--- config.mk ---
export PLATFORM = sky130hd
export DESIGN_NAME = scramble_key_ctrl
export DESIGN_NICKNAME = d
export VERILOG_FILES = /design/src/hw/ic_pkg.sv /design/src/hw/scramble_key_ctrl.sv
export SDC_FILE = /design/constraint.sdc
export NUM_CORES = 1
export LEC_CHECK = 0
export BUFFER_PORTS_ARGS = -buffer_cell sky130_fd_sc_hd__buf_2
export CORE_MARGIN = 1
export CORE_UTILIZATION = 40
export DETAILED_ROUTE_END_ITERATION = 10
export PLACE_DENSITY = 0.75
export SETUP_SLACK_MARGIN = 0.15
export SYNTH_ARGS = -nofsm -noshare
export SYNTH_HDL_FRONTEND = slang
export SYNTH_SLANG_ARGS = --single-unit
export TNS_END_PERCENT = 10
--- constraint.sdc ---
create_clock -name clk_i -period 1.07 [get_ports clk_i]
set_input_delay 0.2675 -clock clk_i [delete_from_list [all_inputs] [get_ports clk_i]]
set_output_delay 0.2675 -clock clk_i [all_outputs]
set_load 0.1 [all_outputs]
--- src/hw/ic_pkg.sv ---
// Instruction cache memory and scrambling definitions.
// Single way only. The key and nonce must have the same width, since
// the keystream is their XOR.

package ic_pkg;

  ////////////////////
  // Geometry
  ////////////////////

  localparam int unsigned IcIndexW   = 6;
  localparam int unsigned IcNumLines = 64;
  localparam int unsigned IcTagW     = 22;
  localparam int unsigned IcLineW    = 64;

  typedef logic [IcTagW-1:0]  tag_t;
  typedef logic [IcLineW-1:0] line_t;

  ////////////////////
  // Scrambling
  ////////////////////

  localparam int unsigned ScrKeyW   = 32;
  localparam int unsigned ScrNonceW = 32;

  typedef struct packed {
    logic [ScrKeyW-1:0]   key;
    logic [ScrNonceW-1:0] nonce;
  } scr_key_t;

  // Power-on key, used until the first exchange completes
  localparam logic [ScrKeyW-1:0]   ScrRstKey   = 32'h9E37_79B9;
  localparam logic [ScrNonceW-1:0] ScrRstNonce = 32'h5A17_C3E1;

  localparam scr_key_t ScrKeyDefault = '{key: ScrRstKey, nonce: ScrRstNonce};

  ////////////////////
  // Bank requests
  ////////////////////

  typedef struct packed {
    logic                req;
    logic                write;
    logic [IcIndexW-1:0] index;
    tag_t                wdata;
  } tag_req_t;

  typedef struct packed {
    logic                req;
    logic                write;
    logic [IcIndexW-1:0] index;
    line_t               wdata;
  } line_req_t;

endpackage

--- src/hw/scramble_key_ctrl.sv ---
// Fetches a fresh scrambling key over a four-phase req/ack handshake.
// An invalidate pulse is dropped unless both req and ack are low.
// The provider must hold the key steady while ack is high.
`timescale 1ns/1ps

module scramble_key_ctrl (
  input  logic             clk_i,
  input  logic             rst_ni,
  input  logic             inval_i,
  input  logic             ack_i,
  input  ic_pkg::scr_key_t key_i,
  output logic             req_o,
  output logic             key_valid_o,
  output ic_pkg::scr_key_t key_o
);

  logic             req_d, req_q;
  logic             key_valid_d, key_valid_q;
  ic_pkg::scr_key_t key_q;
  logic             start;
  logic             done;

  ////////////////////
  // Handshake
  ////////////////////

  // Ack must have fallen before a new request may start
  assign start = inval_i & ~req_q & ~ack_i;
  assign done  = req_q & ack_i;

  always_comb begin
    req_d = req_q;
    if (done) begin
      req_d = 1'b0;
    end else if (start) begin
      req_d = 1'b1;
    end
  end

  always_comb begin
    key_valid_d = key_valid_q;
    if (done) begin
      key_valid_d = 1'b1;
    end else if (start) begin
      key_valid_d = 1'b0;
    end
  end

  always_ff @(posedge clk_i or negedge rst_ni) begin
    if (!rst_ni) begin
      req_q       <= 1'b0;
      key_valid_q <= 1'b1;
    end else begin
      req_q       <= req_d;
      key_valid_q <= key_valid_d;
    end
  end

  ////////////////////
  // Key and nonce
  ////////////////////

  always_ff @(posedge clk_i or negedge rst_ni) begin
    if (!rst_ni) begin
      key_q <= ic_pkg::ScrKeyDefault;
    end else if (done) begin
      key_q <= key_i;
    end
  end

  assign req_o       = req_q;
  assign key_valid_o = key_valid_q;
  assign key_o       = key_q;

  // Request holds until the provider answers
  a_req_held : assert property (
    @(posedge clk_i) disable iff (!rst_ni)
    req_o && !ack_i |=> req_o
  );

  // No new request while the previous ack is still up
  a_req_rise_ack_low : assert property (
    @(posedge clk_i) disable iff (!rst_ni)
    $rose(req_o) |-> !$past(ack_i)
  );

endmodule

=== Word-level counts from Yosys, hierarchy flattened ===
Cells that the tools add are included.

* Bits in registers: 66
* Bits in latches: 0
* RAM bits: 0
* Memory bits (read-only): 0
* Input port bits: 68
* Output and inout bits: 66
* Word-level logic and storage cells: 14
* Memories kept: 0

* $add $sub $neg: 0
* Multiply operators: 0
* Divide/modulo/power cells: 0
* Magnitude comparators: 0
* Equal/unequal tests: 0
* Shift operators: 0
* Multiplexer cells: 4
* Bitwise operators: 5
* Reduce and logical (&&, ||, !) cells: 1

{| class="wikitable"
|+ Operators with widths
! cell !! count
|-
| 1-bit 2-to-1 mux || 4
|-
| 1-bit bitwise AND || 3
|-
| 1-bit NOT || 2
|-
| 2-bit nonzero test || 1
|}

=== Longest topological paths before layout ===
Gate-level depths: netlist (run 1).

* Depth after elaboration: 5
* Mapped depth: 3
* Mapped depth without buffers: 2

=== Least setup slack after synthesis (run 1) ===
OpenSTA, ideal clock, no wires.

* Kind: flip-flop to flip-flop
* From: register req_q (netlist: req_o)
* To: register key_q, in the netlist key_o[1]
* Setup time: 0.125 ns
* Arrival: 1.696 ns
* Data required time: 0.945 ns
* Path slack: -0.752 ns
* Stages on the path, launching flop included: 4
* Buffers on the path: 1
* Clock period less this slack: 1.822 ns
* Cell sequence: dfrtp_1 nand2_4 clkbuf_8 mux2_4

* Longest elaborated chain between the ends: 1

{| class="wikitable"
|+ RTL lines
! item !! line !! RTL
|-
| start, declared || scramble_key_ctrl.sv:17 || <nowiki>logic req_d, req_q;</nowiki>
|-
| start signal, assigned || scramble_key_ctrl.sv:54 || <nowiki>req_q <= req_d;</nowiki>
|-
| 1-bit bitwise AND || scramble_key_ctrl.sv:29 || <nowiki>assign done = req_q & ack_i;</nowiki>
|-
| end signal, assigned || scramble_key_ctrl.sv:65 || <nowiki>key_q <= ic_pkg::ScrKeyDefault;</nowiki>
|-
| end signal, assigned || scramble_key_ctrl.sv:67 || <nowiki>key_q <= key_i;</nowiki>
|-
| end, declared || scramble_key_ctrl.sv:19 || <nowiki>ic_pkg::scr_key_t key_q;</nowiki>
|}

No other way between the ends.
A chain may end at the register's enable or synchronous reset.

=== Final worst setup path (run 1) ===
* From: register req_q (netlist: req_o)
* To: register key_q, in the netlist key_o[31]

The elaborated chain is that of the path after synthesis.

==> results by group, run 1 <==
Pwr
  • Switching Share: about 45%
  • Cell internal power dissipation: 0.00677 W
  • Relative contribution of sequential cells to total power: 30.3%
  • Highest ir drop seen on vdd: 0.00167 V
  • Pleak: 2.27 nW
  • Net Sw Power: 0.00556 W
  • Total Power: 0.0123 W
  • Logic pwr share: 54.3%
  • Areal power density over the cells: 2610 nW/um^2
  • Relative contribution of the clock network to total power: 15.4%

Critical path
  • Crit path required time: 1.28 ns
  • Largest stage delay, worst path: 0.48 ns
  • Startpoint class of the critical path: register
  • Critical-path maximum fanout: 20
  • Crit end category: register
  • Setup Crit Path Kind: register to register
  • Data arrival time of the critical path: 1.58 ns
  • Crit path cell chain: buf_4, nand2_8, buf_12, mux2_4
  • Crit path max-delay cell type: sky130_fd_sc_hd__dfrtp_4

Synth
  • Fraction of synthesized cell area taken by the top area cell type: approximately two fifths
  • Top-count cell post-synth: sky130_fd_sc_hd__mux2_2
  • Number of synthesized flops with an enable pin: 0
  • Predominant post-synthesis flop cell: sky130_fd_sc_hd__dfstp_2
  • Leading cell types by total area after synthesis: sky130_fd_sc_hd__dfstp_2 38%, sky130_fd_sc_hd__dfrtp_1 28%, sky130_fd_sc_hd__mux2_2 26%, sky130_fd_sc_hd__clkbuf_8 3.2%, sky130_fd_sc_hd__mux2_4 2.9%
  • Cell taking the most area after synthesis: sky130_fd_sc_hd__dfstp_2
  • Gate count of the mapped netlist: 142
  • Total of flip-flops plus latches after synthesis: between 60 and 70
  • Commonest cells in the netlist: 59 x sky130_fd_sc_hd__mux2_2, 37 x sky130_fd_sc_hd__dfstp_2, 29 x sky130_fd_sc_hd__dfrtp_1
  • Number of distinct library cell variants in the gate-level netlist after synthesis: 8
  • Yosys warning total: 0
  • Number of nets in the synthesized netlist: 210
  • Average instance area after synthesis: 18.0 sq um
  • Total standard cell area after synthesis: 2550 sq um
  • Share of flip-flops with an asynchronous set or reset: 100%
  • Proportion of synthesized chip area in sequential cells: 66.5%

Die
  • Starting density of the core: between 40% and 50%
  • Die Span Y: between 80 and 90 microns
  • Floorplan die width: between 80 and 90 microns
  • Cell row count: 28
  • Area of the die: 6700 sq um
  • Number of ports placed on the die boundary: 134
  • Floorplan Core Area: 6030 sq um

Global route
  • Number of antenna violations at the first check in global routing: 0
  • Global-route wire length before repair: slightly below 10000 microns
  • Pin count of the biggest net entering global routing: 34
  • Global-route total usage across every layer: around a fifth
  • Vias in the first global route: 1966
  • Total congestion overflow after global routing: 0

Cells and area
  • Fraction of layout instances using a drive strength above 1: 87.5%
  • Number of diodes: 0
  • Post-route cell area: 4730 sq um
  • Area growth from synthesis to final layout: 85.2%
  • Final cell count without fillers: around 370
  • Number of nets in the layout: 360

Status
  • Violated checks: setup timing
  • Outcome: complete, but fails checks

Placement
  • Placement-stage cell area: 4450 sq um
  • Detailed placement HPWL: 4820 microns
  • Post-Place Cells: 352
  • Placer Congestion: 0.707
  • Number of port buffers: 133
  • Dpl ws: -0.169 ns

Drt
  • Number of detailed-route iterations in the first pass: 2
  • DRT met1 WL: 2410 microns
  • Count of routing violations after the opening detailed-route iteration: 46
  • Met3 Routed Length: 519 microns
  • Post-route antenna net violation count: 0
  • Via count of the routed design: 1753
  • Uppermost metal layer occupied by signal nets: met4
  • Mean number of vias per cell: between 4 and 5
  • Final routed wire length divided by cell count: 17.2 microns
  • Wirelength, routed: 6400 microns
  • DR WL met2: between 3000 and 4000 microns
  • Remaining design rule violation count: 0

STA
  • Pins Over Slew Limit: 0
  • Worst slew margin: 88.1%
  • Post-route clock period utilization: 128%
  • Clock period minus worst slack: approximately 1.4 ns
  • Worst setup slack after layout: -0.297 ns
  • Clock skew: 0.00532 ns
  • Worst Hold Slack: 0.135 ns
  • Unrepaired setup endpoints after global routing: true
  • Number of endpoints failing setup at the final stage: 130
  • F_max: 732 MHz
  • Count of endpoints failing hold in the final timing report: 0
  • Actual slew at the worst max-slew pin: approximately 0.18 ns

Clocking
  • Clock latency reported for the late side of the worst-skew pair: between 0.3 and 0.4 ns
  • H-tree depth: 3
  • Maximum buffer depth of the clock tree: 2
  • Num CTS Buffers: 9
  • Clock root buffer: sky130_fd_sc_hd__clkbuf_8
  • Sink count of the clock tree: 66
  • CTS tree: done
  • Clock-pin slew on the worst setup and hold paths: 0.07 ns

Worst hold path
  • Type of the tightest min-delay check: input pin to register

Run
  • Max-capacitance violation count: 0
## what timing repair did
action                                  CTS  global route
gates cloned                              0             0
gates resized for setup                   8             7
setup buffers                             3             0
endpoints found under the setup margin  132           132
hold endpoints to repair                 29             0
hold buffers                              1             0
## per-layer routing
layer,up-vias,GRT usage [%]
li1,796,-
met1,859,21.8
met5,-,0
met2,87,34.1
met3,11,7.56
met4,0,9.47
## power by group through the flow
stage	registers, W	clock network, W	logic, W
after CTS	0.00374	0.00196	0.00670
after floorplan	0.00708	0	0.000688
final	0.00374	0.00190	0.00669
after global routing	0.00379	0.00208	0.00684
after detailed placement	0.00378	0	0.00663
after global placement	0.00373	0	0.00656
## cell families after synthesis
group / after synthesis / share of synthesized area, %
DFF: 66 / 66.5
muxes: 64 / 29.0
buffers and inverters: 6 / 3.24
and+or+nand+nor: 4 / 0.882
AOI/OAI and AO/OA: 2 / 0.392
## worst max-delay path, delay by kind of cell, from the launching register on
kind / cells / cell delay (ns)
AND/OR/NAND/NOR: 1 / 0.09
multiplexers: 1 / 0.32
flip-flops: 1 / 0.48
buffers and inverters: 2 / 0.35
## final timing paths
| path | startpoint | endpoint | cells after the start | slack, ns |
|---|---|---|---|---|
| max | req_o | key_o[31] | 4 | -0.30 |
| min | inval_i | key_valid_o | 2 | 0.13 |
| max reg2reg | req_o | key_o[31] | 4 | -0.30 |
| min reg2reg | key_valid_o | key_valid_o | 2 | 0.57 |
| max in group asynchronous | rst_ni | key_o[48] | 3 | 0.34 |
| min in group asynchronous | rst_ni | key_o[26] | 3 | 0.48 |
## sequential cells by signal, summed over array words and instances (netlist names)
register     flops
key_o           64
req_o            1
key_valid_o      1
## cells in the final DEF, fill, tap and decap left out
cell type	n
sky130_fd_sc_hd__nor2_4	1
sky130_fd_sc_hd__dfrtp_4	1
sky130_fd_sc_hd__dfrtp_1	28
sky130_fd_sc_hd__nor2_1	2
sky130_fd_sc_hd__dfstp_2	37
sky130_fd_sc_hd__a21oi_1	2
sky130_fd_sc_hd__mux2_2	25
sky130_fd_sc_hd__clkbuf_8	12
sky130_fd_sc_hd__mux2_4	39
sky130_fd_sc_hd__buf_12	71
sky130_fd_sc_hd__buf_2	67
sky130_fd_sc_hd__clkbuf_1	4
sky130_fd_sc_hd__dlygate4sd3_1	1
sky130_fd_sc_hd__nand2_8	1
sky130_fd_sc_hd__buf_16	1
sky130_fd_sc_hd__buf_4	4
sky130_fd_sc_hd__buf_6	1
## metrics by stage
stage,util [%],TNS [ns]
2_1_floorplan,-,-23.08
3_3_place_gp,73.9,-7.44
3_5_place_dp,73.9,-8.67
4_1_cts,77.9,-31.14
5_1_grt,78.4,-34.37
6_report,78.4,-30.03
## area by class of cell
class / count / area [sq um]
clock buffers: 16 / 180
multi-input cells: 70 / 916
repair buffers: 145 / 1840
flip-flops and latches: 66 / 1700
well taps: 75 / 93.8
fillers: 348 / 1300
No activity file was read; power rests on OpenSTA's default activity.
==> run 2, diff against run 1 <==
--- a/config.mk
+++ b/config.mk
@@ -5,11 +5,12 @@
 export SDC_FILE = /design/constraint.sdc
 export NUM_CORES = 1
 export LEC_CHECK = 0
-export BUFFER_PORTS_ARGS = -buffer_cell sky130_fd_sc_hd__buf_2
 export CORE_MARGIN = 1
-export CORE_UTILIZATION = 40
+export CORE_UTILIZATION = 50
 export DETAILED_ROUTE_END_ITERATION = 10
-export PLACE_DENSITY = 0.75
+export DONT_BUFFER_PORTS = 1
+export GPL_TIMING_DRIVEN = 0
+export PLACE_DENSITY_LB_ADDON = 0.05
 export SETUP_SLACK_MARGIN = 0.15
 export SYNTH_ARGS = -nofsm -noshare
 export SYNTH_HDL_FRONTEND = slang
==> run 2 against run 1 <==
Against the previous run:
- the run ends with hold timing, setup timing left
- worst hold slack worse by 0.51 ns
- highest routed layer unchanged
- largest power group is now sequential cells
- sequential share of layout area up 21 points
- sequential cell count unchanged
- core utilization down 8.1 points
- largest cell class is now sequential cells
- die area down 20%
- non-clock buffer count down 135
- critical path depth down 1
- clock power up 9%
==> results by group, run 2 (synthesized netlist as in run 1, its figures left out) <==
Global route
  • Global-route wire length before repair: 7740 microns (was 9650 microns)
  • Vias in the first global route: 1449 (was 1966)
  • Global-route total usage across every layer: 20.3% (was 20.0%)
  • Total congestion overflow after global routing: 0 (unchanged)
  • Pin count of the biggest net entering global routing: 67 (was 34)
  • Number of antenna violations at the first check in global routing: 0 (unchanged)

Clocking
  • Maximum buffer depth of the clock tree: 2 (unchanged)
  • H-tree depth: 3 (unchanged)
  • CTS tree: done (unchanged)
  • Number of hold buffers added after cts: 2 (was 1)
  • Clock latency reported for the late side of the worst-skew pair: 0.33 ns (about the same)
  • Num CTS Buffers: 9 (unchanged)
  • Clock-pin slew on the worst setup and hold paths: 0.07 ns (about the same)
  • Sink count of the clock tree: 66 (unchanged)
  • Clock root buffer: sky130_fd_sc_hd__clkbuf_8 (unchanged)

STA
  • F_max: 687 MHz (was 732 MHz)
  • Unrepaired setup endpoints after global routing: true (unchanged)
  • Actual slew at the worst max-slew pin: 0.414 ns (was 0.178 ns)
  • Clock skew: 0.00794 ns (was 0.00532 ns)
  • Number of endpoints failing setup at the final stage: 131 (was 130)
  • Worst setup slack after layout: -0.386 ns (was -0.297 ns)
  • Count of endpoints failing hold in the final timing report: 66 (was 0)
  • Clock period minus worst slack: 1.46 ns (was 1.37 ns)
  • Pins Over Slew Limit: 0 (unchanged)
  • Worst slew margin: 72.4% (was 88.1%)
  • Post-route clock period utilization: 136% (was 128%)
  • Worst Hold Slack: -0.371 ns (was 0.135 ns)

Die
  • Starting density of the core: 53.0% (was 42.4%)
  • Area of the die: 5390 sq um (was 6700 sq um)
  • Floorplan Core Area: 4820 sq um (was 6030 sq um)
  • Cell row count: 25 (was 28)
  • Die Span Y: 73.5 microns (was 81.9 microns)
  • Floorplan die width: 73.5 microns (was 81.9 microns)
  • Number of ports placed on the die boundary: 134 (unchanged)

Cells and area
  • Top library cells by usage in the layout, fill and taps aside: 50 x sky130_fd_sc_hd__mux2_4, 37 x sky130_fd_sc_hd__dfstp_4, 29 x sky130_fd_sc_hd__dfrtp_4, 14 x sky130_fd_sc_hd__mux2_2, 11 x sky130_fd_sc_hd__clkbuf_8 (was 71 x sky130_fd_sc_hd__buf_12, 67 x sky130_fd_sc_hd__buf_2, 39 x sky130_fd_sc_hd__mux2_4, 37 x sky130_fd_sc_hd__dfstp_2, 28 x sky130_fd_sc_hd__dfrtp_1)
  • Number of diodes: 0 (unchanged)
  • Number of nets in the layout: 226 (was 360)
  • Fraction of layout instances using a drive strength above 1: 95.7% (was 87.5%)
  • Area growth from synthesis to final layout: 32.7% (was 85.2%)
  • Area used by multi-input combinational logic: 961 sq um (was 916 sq um)
  • Max reg flops: 64 (unchanged)
  • Total area of sequential cells: 1950 sq um (was 1700 sq um)
  • Final core area utilization: 70.3% (was 78.4%)
  • Commonest non-fill, non-tap cell in the layout: sky130_fd_sc_hd__mux2_4 (was sky130_fd_sc_hd__buf_12)
  • Layout filler cell count: 314 (was 348)

Drt
  • Count of routing violations after the opening detailed-route iteration: 42 (was 46)
  • Post-route antenna net violation count: 0 (unchanged)
  • Final routed wire length divided by cell count: 23.0 microns (was 17.2 microns)
  • Mean number of vias per cell: 5.61 (was 4.71)
  • Remaining design rule violation count: 0 (unchanged)
  • Number of detailed-route iterations in the first pass: 2 (unchanged)
  • Wirelength, routed: 5290 microns (was 6400 microns)
  • Via count of the routed design: 1290 (was 1753)

Pwr
  • Areal power density over the cells: 3100 nW/um^2 (was 2610 nW/um^2)
  • Pleak: 1.47 nW (was 2.27 nW)
  • Highest ir drop seen on vdd: 0.00168 V (was 0.00167 V)
  • Total Power: 0.0105 W (was 0.0123 W)

Run
  • Max-capacitance violation count: 0 (unchanged)

Status
  • Violated checks: hold timing, setup timing (was setup timing)
  • Outcome: complete, but fails checks (unchanged)

Critical path
  • Crit path required time: 1.28 ns (about the same)
  • Critical-path maximum fanout: 10 (was 20)
  • Crit end category: register (unchanged)
  • Data arrival time of the critical path: 1.66 ns (was 1.58 ns)
  • Startpoint class of the critical path: register (unchanged)
  • Setup Crit Path Kind: register to register (unchanged)

Placement
  • Number of port buffers: 0 (was 133)
  • Detailed placement HPWL: 3450 microns (was 4820 microns)
  • Placer Congestion: 0.691 (was 0.707)

Worst hold path
  • Type of the tightest min-delay check: input pin to async pin (was input pin to register)
[run 2: changes by cell type in the layout (fill, tap and decap cells not counted), sizes merged]
cell         change
buf            -142
clkinv           +3
clkinvlp         +1
dlygate4sd3      +1
clkbuf           +1
nand2            +1
bufinv           +1
[run 2: what timing repair did]
| action | 4_1_cts | 5_1_grt |
|---|---|---|
| gates resized for setup | 111 | 5 |
| pin swaps | 2 | 0 |
| hold endpoints to repair | 68 | 66 |
| buffers inserted | 1 | 0 |
| endpoints found under the setup margin | 132 | 132 |
| gates cloned | 2 | 0 |
[run 2: worst paths after layout]
| check | from | endpoint | slack (ns) | cells after the start |
|---|---|---|---|---|
| setup / recovery | req_o | key_o[55] | -0.39 | 3 |
| hold / removal | rst_ni | key_o[34] | -0.37 | 0 |
| setup reg to reg | req_o | key_o[55] | -0.39 | 3 |
| hold reg to reg | key_valid_o | key_valid_o | 0.80 | 2 |
| max in group asynchronous | rst_ni | key_o[63] | 1.23 | 0 |
| min in group clk_i | key_i[62] | key_o[62] | 0.09 | 1 |
[run 2: power breakdown]
group	switching [W]	leakage (nW)	internal (W)
registers	0.00399	0.720	0.00356
clock network	0.000876	0.105	0.00119
logic	0.000227	0.641	0.000650
[run 2: stage by stage]
stage,setup TNS [ns],area (sq um),cells,worst slack [ns]
after global routing,-41.59,3390,230,-0.411
after CTS,-39.84,3370,230,-0.384
final,-38.15,3390,230,-0.386
after detailed placement,-28.53,2800,209,-0.411
after global placement,-26.98,2800,209,-0.380
after floorplan,-23.08,2720,142,-0.325
[run 2: layout make-up]
class                   count  area share, %
flip-flops and latches     66           57.4
multi-input cells          71           28.4
clock buffers              11           4.47
plain buffers               6           4.43
well taps                  67           2.48
clock inverters             5           1.55
repair buffers              4           1.26
[run 2: layer usage]
| metal | vias to the layer above | global-route usage (%) | wire (microns) |
|---|---|---|---|
| li1 | 526 | - | - |
| met1 | 669 | 21.6 | 1810 |
| met2 | 86 | 33.2 | 2740 |
| met3 | 9 | 9.19 | 657 |
| met4 | 0 | 11.5 | 73 |
| met5 | - | 0 | 0 |
[run 2: worst max-delay path: stages (launching register included)]
cell and delay (ns):
sky130_fd_sc_hd__dfrtp_4 0.66, sky130_fd_sc_hd__nand2_8 0.19, sky130_fd_sc_hd__clkbuf_16 0.18, sky130_fd_sc_hd__mux2_4 0.30
==> run 3, diff against run 2 <==
==> constraint.sdc (replaced) <==
create_clock -name clk_i -period 1.07 [get_ports clk_i]
set_input_delay 0.2675 -clock clk_i [delete_from_list [all_inputs] [get_ports clk_i]]
set_output_delay 0.2675 -clock clk_i [all_outputs]
set_load 0.005 [all_outputs]
==> run 3 against run 2 <==
Against the previous run:
- the flow still finishes with violations (hold timing, setup timing)
- critical path depth stayed put
- global-route usage is 0.11 points higher
- non-clock buffer count is 6 higher
==> results by group, run 3 (synthesized netlist as in run 1, its figures left out) <==
Die
  • Starting density of the core: 53.0% (unchanged)
  • Die Span Y: 73.5 microns (unchanged)
  • Floorplan Core Area: 4820 sq um (unchanged)
  • Floorplan die width: 73.5 microns (unchanged)
  • Area of the die: 5390 sq um (unchanged)
  • Cell row count: 25 (unchanged)
  • Number of ports placed on the die boundary: 134 (unchanged)

Drt
  • Via count of the routed design: 1312 (was 1290)
  • Count of routing violations after the opening detailed-route iteration: 43 (was 42)
  • Final routed wire length divided by cell count: 22.2 microns (was 23.0 microns)
  • Post-route antenna net violation count: 0 (unchanged)
  • Mean number of vias per cell: 5.56 (was 5.61)
  • Remaining design rule violation count: 0 (unchanged)
  • Wirelength, routed: 5250 microns (was 5290 microns)
  • Number of detailed-route iterations in the first pass: 4 (was 2)

Critical path
  • Crit path required time: 1.27 ns (was 1.28 ns)
  • Crit path max-delay cell type: sky130_fd_sc_hd__dfrtp_2 (was sky130_fd_sc_hd__dfrtp_4)
  • Critical-path maximum fanout: 7 (was 10)
  • Cell count of the worst reg-to-reg path: 3 (unchanged)
  • Worst R2R Setup Slack: -0.20 ns (was -0.39 ns)
  • Startpoint class of the critical path: register (unchanged)
  • Crit end category: register (unchanged)
  • Data arrival time of the critical path: 1.47 ns (was 1.66 ns)
  • Crit path cell chain: nand2_8, clkbuf_16, mux2_4 (unchanged)
  • End of the worst register-to-register path: key_o[55] (unchanged)
  • Setup Crit Path Kind: register to register (unchanged)
  • Reg2reg start: req_o (unchanged)
  • Largest stage delay, worst path: 0.52 ns (was 0.66 ns)

Pwr
  • Relative contribution of the clock network to total power: 27.7% (was 19.7%)
  • Highest ir drop seen on vdd: 0.000998 V (was 0.00168 V)
  • Net Sw Power: 0.00144 W (was 0.00509 W)
  • Pleak: 1.45 nW (was 1.47 nW)
  • Switching Share: 23.4% (was 48.5%)
  • Areal power density over the cells: 1960 nW/um^2 (was 3100 nW/um^2)
  • Cell internal power dissipation: 0.00472 W (was 0.00540 W)
  • Relative contribution of sequential cells to total power: 58.4% (was 72.0%)
  • Logic pwr share: 13.9% (was 8.4%)

Global route
  • Global-route wire length before repair: 7780 microns (was 7740 microns)
  • Pin count of the biggest net entering global routing: 67 (unchanged)
  • Global-route total usage across every layer: 20.4% (was 20.3%)
  • Total congestion overflow after global routing: 0 (unchanged)
  • Vias in the first global route: 1542 (was 1449)
  • Number of antenna violations at the first check in global routing: 0 (unchanged)

Placement
  • Number of port buffers: 0 (unchanged)
  • Post-Place Cells: 209 (unchanged)
  • Placer Congestion: 0.758 (was 0.691)
  • Detailed placement HPWL: 3300 microns (was 3450 microns)

STA
  • Pins Over Slew Limit: 0 (unchanged)
  • Actual slew at the worst max-slew pin: 0.297 ns (was 0.414 ns)
  • Worst setup slack after layout: -0.198 ns (was -0.386 ns)
  • Number of endpoints failing setup at the final stage: 102 (was 131)
  • Worst Hold Slack: -0.362 ns (was -0.371 ns)
  • Clock skew: 0.00313 ns (was 0.00794 ns)
  • Worst slew margin: 80.2% (was 72.4%)
  • F_max: 789 MHz (was 687 MHz)
  • Post-route clock period utilization: 118% (was 136%)
  • Clock period minus worst slack: 1.27 ns (was 1.46 ns)
  • Count of endpoints failing hold in the final timing report: 66 (unchanged)
  • Unrepaired setup endpoints after global routing: true (unchanged)

Worst hold path
  • Type of the tightest min-delay check: input pin to async pin (unchanged)

Clocking
  • CTS tree: done (unchanged)
  • Clock root buffer: sky130_fd_sc_hd__clkbuf_8 (unchanged)
  • Number of hold buffers added after cts: 2 (unchanged)
  • Clock latency reported for the late side of the worst-skew pair: 0.32 ns (was 0.33 ns)
  • H-tree depth: 3 (unchanged)
  • Clock-pin slew on the worst setup and hold paths: 0.06 ns (was 0.07 ns)
  • Sink count of the clock tree: 66 (unchanged)
  • Num CTS Buffers: 9 (unchanged)
  • Maximum buffer depth of the clock tree: 2 (unchanged)

Run
  • Max-capacitance violation count: 0 (unchanged)

Cells and area
  • Commonest non-fill, non-tap cell in the layout: sky130_fd_sc_hd__mux2_4 (unchanged)
  • Final cell count without fillers: 236 (was 230)
  • Max reg flops: 64 (unchanged)
  • Layout filler cell count: 343 (was 314)
  • Fraction of layout instances using a drive strength above 1: 76.3% (was 95.7%)
  • Area growth from synthesis to final layout: 23.1% (was 32.7%)
  • Number of diodes: 0 (unchanged)
  • Number of nets in the layout: 233 (was 226)
  • Top library cells by usage in the layout, fill and taps aside: 40 x sky130_fd_sc_hd__mux2_4, 37 x sky130_fd_sc_hd__dfstp_2, 28 x sky130_fd_sc_hd__dfrtp_1, 24 x sky130_fd_sc_hd__mux2_2, 15 x sky130_fd_sc_hd__clkbuf_8 (was 50 x sky130_fd_sc_hd__mux2_4, 37 x sky130_fd_sc_hd__dfstp_4, 29 x sky130_fd_sc_hd__dfrtp_4, 14 x sky130_fd_sc_hd__mux2_2, 11 x sky130_fd_sc_hd__clkbuf_8)

Status
  • Violated checks: hold timing, setup timing (unchanged)
  • Outcome: complete, but fails checks (unchanged)
-- run 3: cell count changes in the layout (fill, tap and decap cells not counted), moves of 10 or more --
cell	delta
sky130_fd_sc_hd__dfrtp_1	+28
sky130_fd_sc_hd__dfrtp_4	-29
sky130_fd_sc_hd__dfstp_2	+37
sky130_fd_sc_hd__dfstp_4	-37
sky130_fd_sc_hd__mux2_2	+10
sky130_fd_sc_hd__mux2_4	-10
-- run 3: what timing repair did --
action | in CTS | in global routing
endpoints found under the setup margin | 130 | 130
endpoints found under the hold margin | 68 | 66
gates resized for setup | 39 | 3
setup buffers | 2 | 0
cloned | 8 | 0
pin swaps | 3 | 0
-- run 3: worst max-delay path by stage --
stage / end / from
6_report: key_o[55] / req_o
5_1_grt: key_o[55] / req_o
4_1_cts: key_o[23] / req_o
3_5_place_dp: key_o[34] / req_o
3_3_place_gp: key_o[34] / req_o
2_1_floorplan: key_o[31] / req_o
-- run 3: area by class of cell --
type                       count  area, sq um  share of cell area (%)
sequential                    66         1700                    54.1
multi-input combinational     72          935                    29.7
clock buffer                  15          156                    4.98
buffer                         6          150                    4.78
timing repair buffer          10          119                    3.78
tap                           67         83.8                    2.67
-- run 3: per-layer routing --
| metal | routed length (microns) | vias up | global-route usage (%) |
|---|---|---|---|
| li1 | - | 542 | - |
| met1 | 1870 | 675 | 21.1 |
| met2 | 2770 | 83 | 35.3 |
| met3 | 480 | 12 | 6.86 |
| met4 | 127 | 0 | 12.8 |
| met5 | 0 | - | 0 |
-- run 3: per-stage QoR --
| step | util [%] | cell area [sq um] | setup TNS (ns) | worst slack (ns) | total power [W] |
|---|---|---|---|---|---|
| 2_1_floorplan | - | 2560 | -5.86 | -0.133 | 0.00403 |
| 3_3_place_gp | 54.9 | 2640 | -11.44 | -0.225 | 0.00417 |
| 3_5_place_dp | 54.9 | 2640 | -12.62 | -0.252 | 0.00424 |
| 4_1_cts | 65.1 | 3130 | -13.39 | -0.197 | 0.00621 |
| 5_1_grt | 65.2 | 3140 | -15.18 | -0.220 | 0.00645 |
| 6_report | 65.2 | 3140 | -12.73 | -0.198 | 0.00616 |
-- run 3: critical path: cells and delay by family (launching register included) --
kind                   cells  cell delay [ns]
flip-flops                 1             0.52
buffers and inverters      1             0.16
AND/OR/NAND/NOR            1             0.17
multiplexers               1             0.30
-- run 3: power by group through the flow --
| stage | Clock (W) | Combinational (W) | Sequential [W] |
|---|---|---|---|
| final | 0.00170 | 0.000859 | 0.00360 |
| after global routing | 0.00186 | 0.000925 | 0.00366 |
| after floorplan | 0 | 0.000554 | 0.00348 |
| after CTS | 0.00176 | 0.000856 | 0.00359 |
| after detailed placement | 0 | 0.000628 | 0.00361 |
| after global placement | 0 | 0.000582 | 0.00359 |
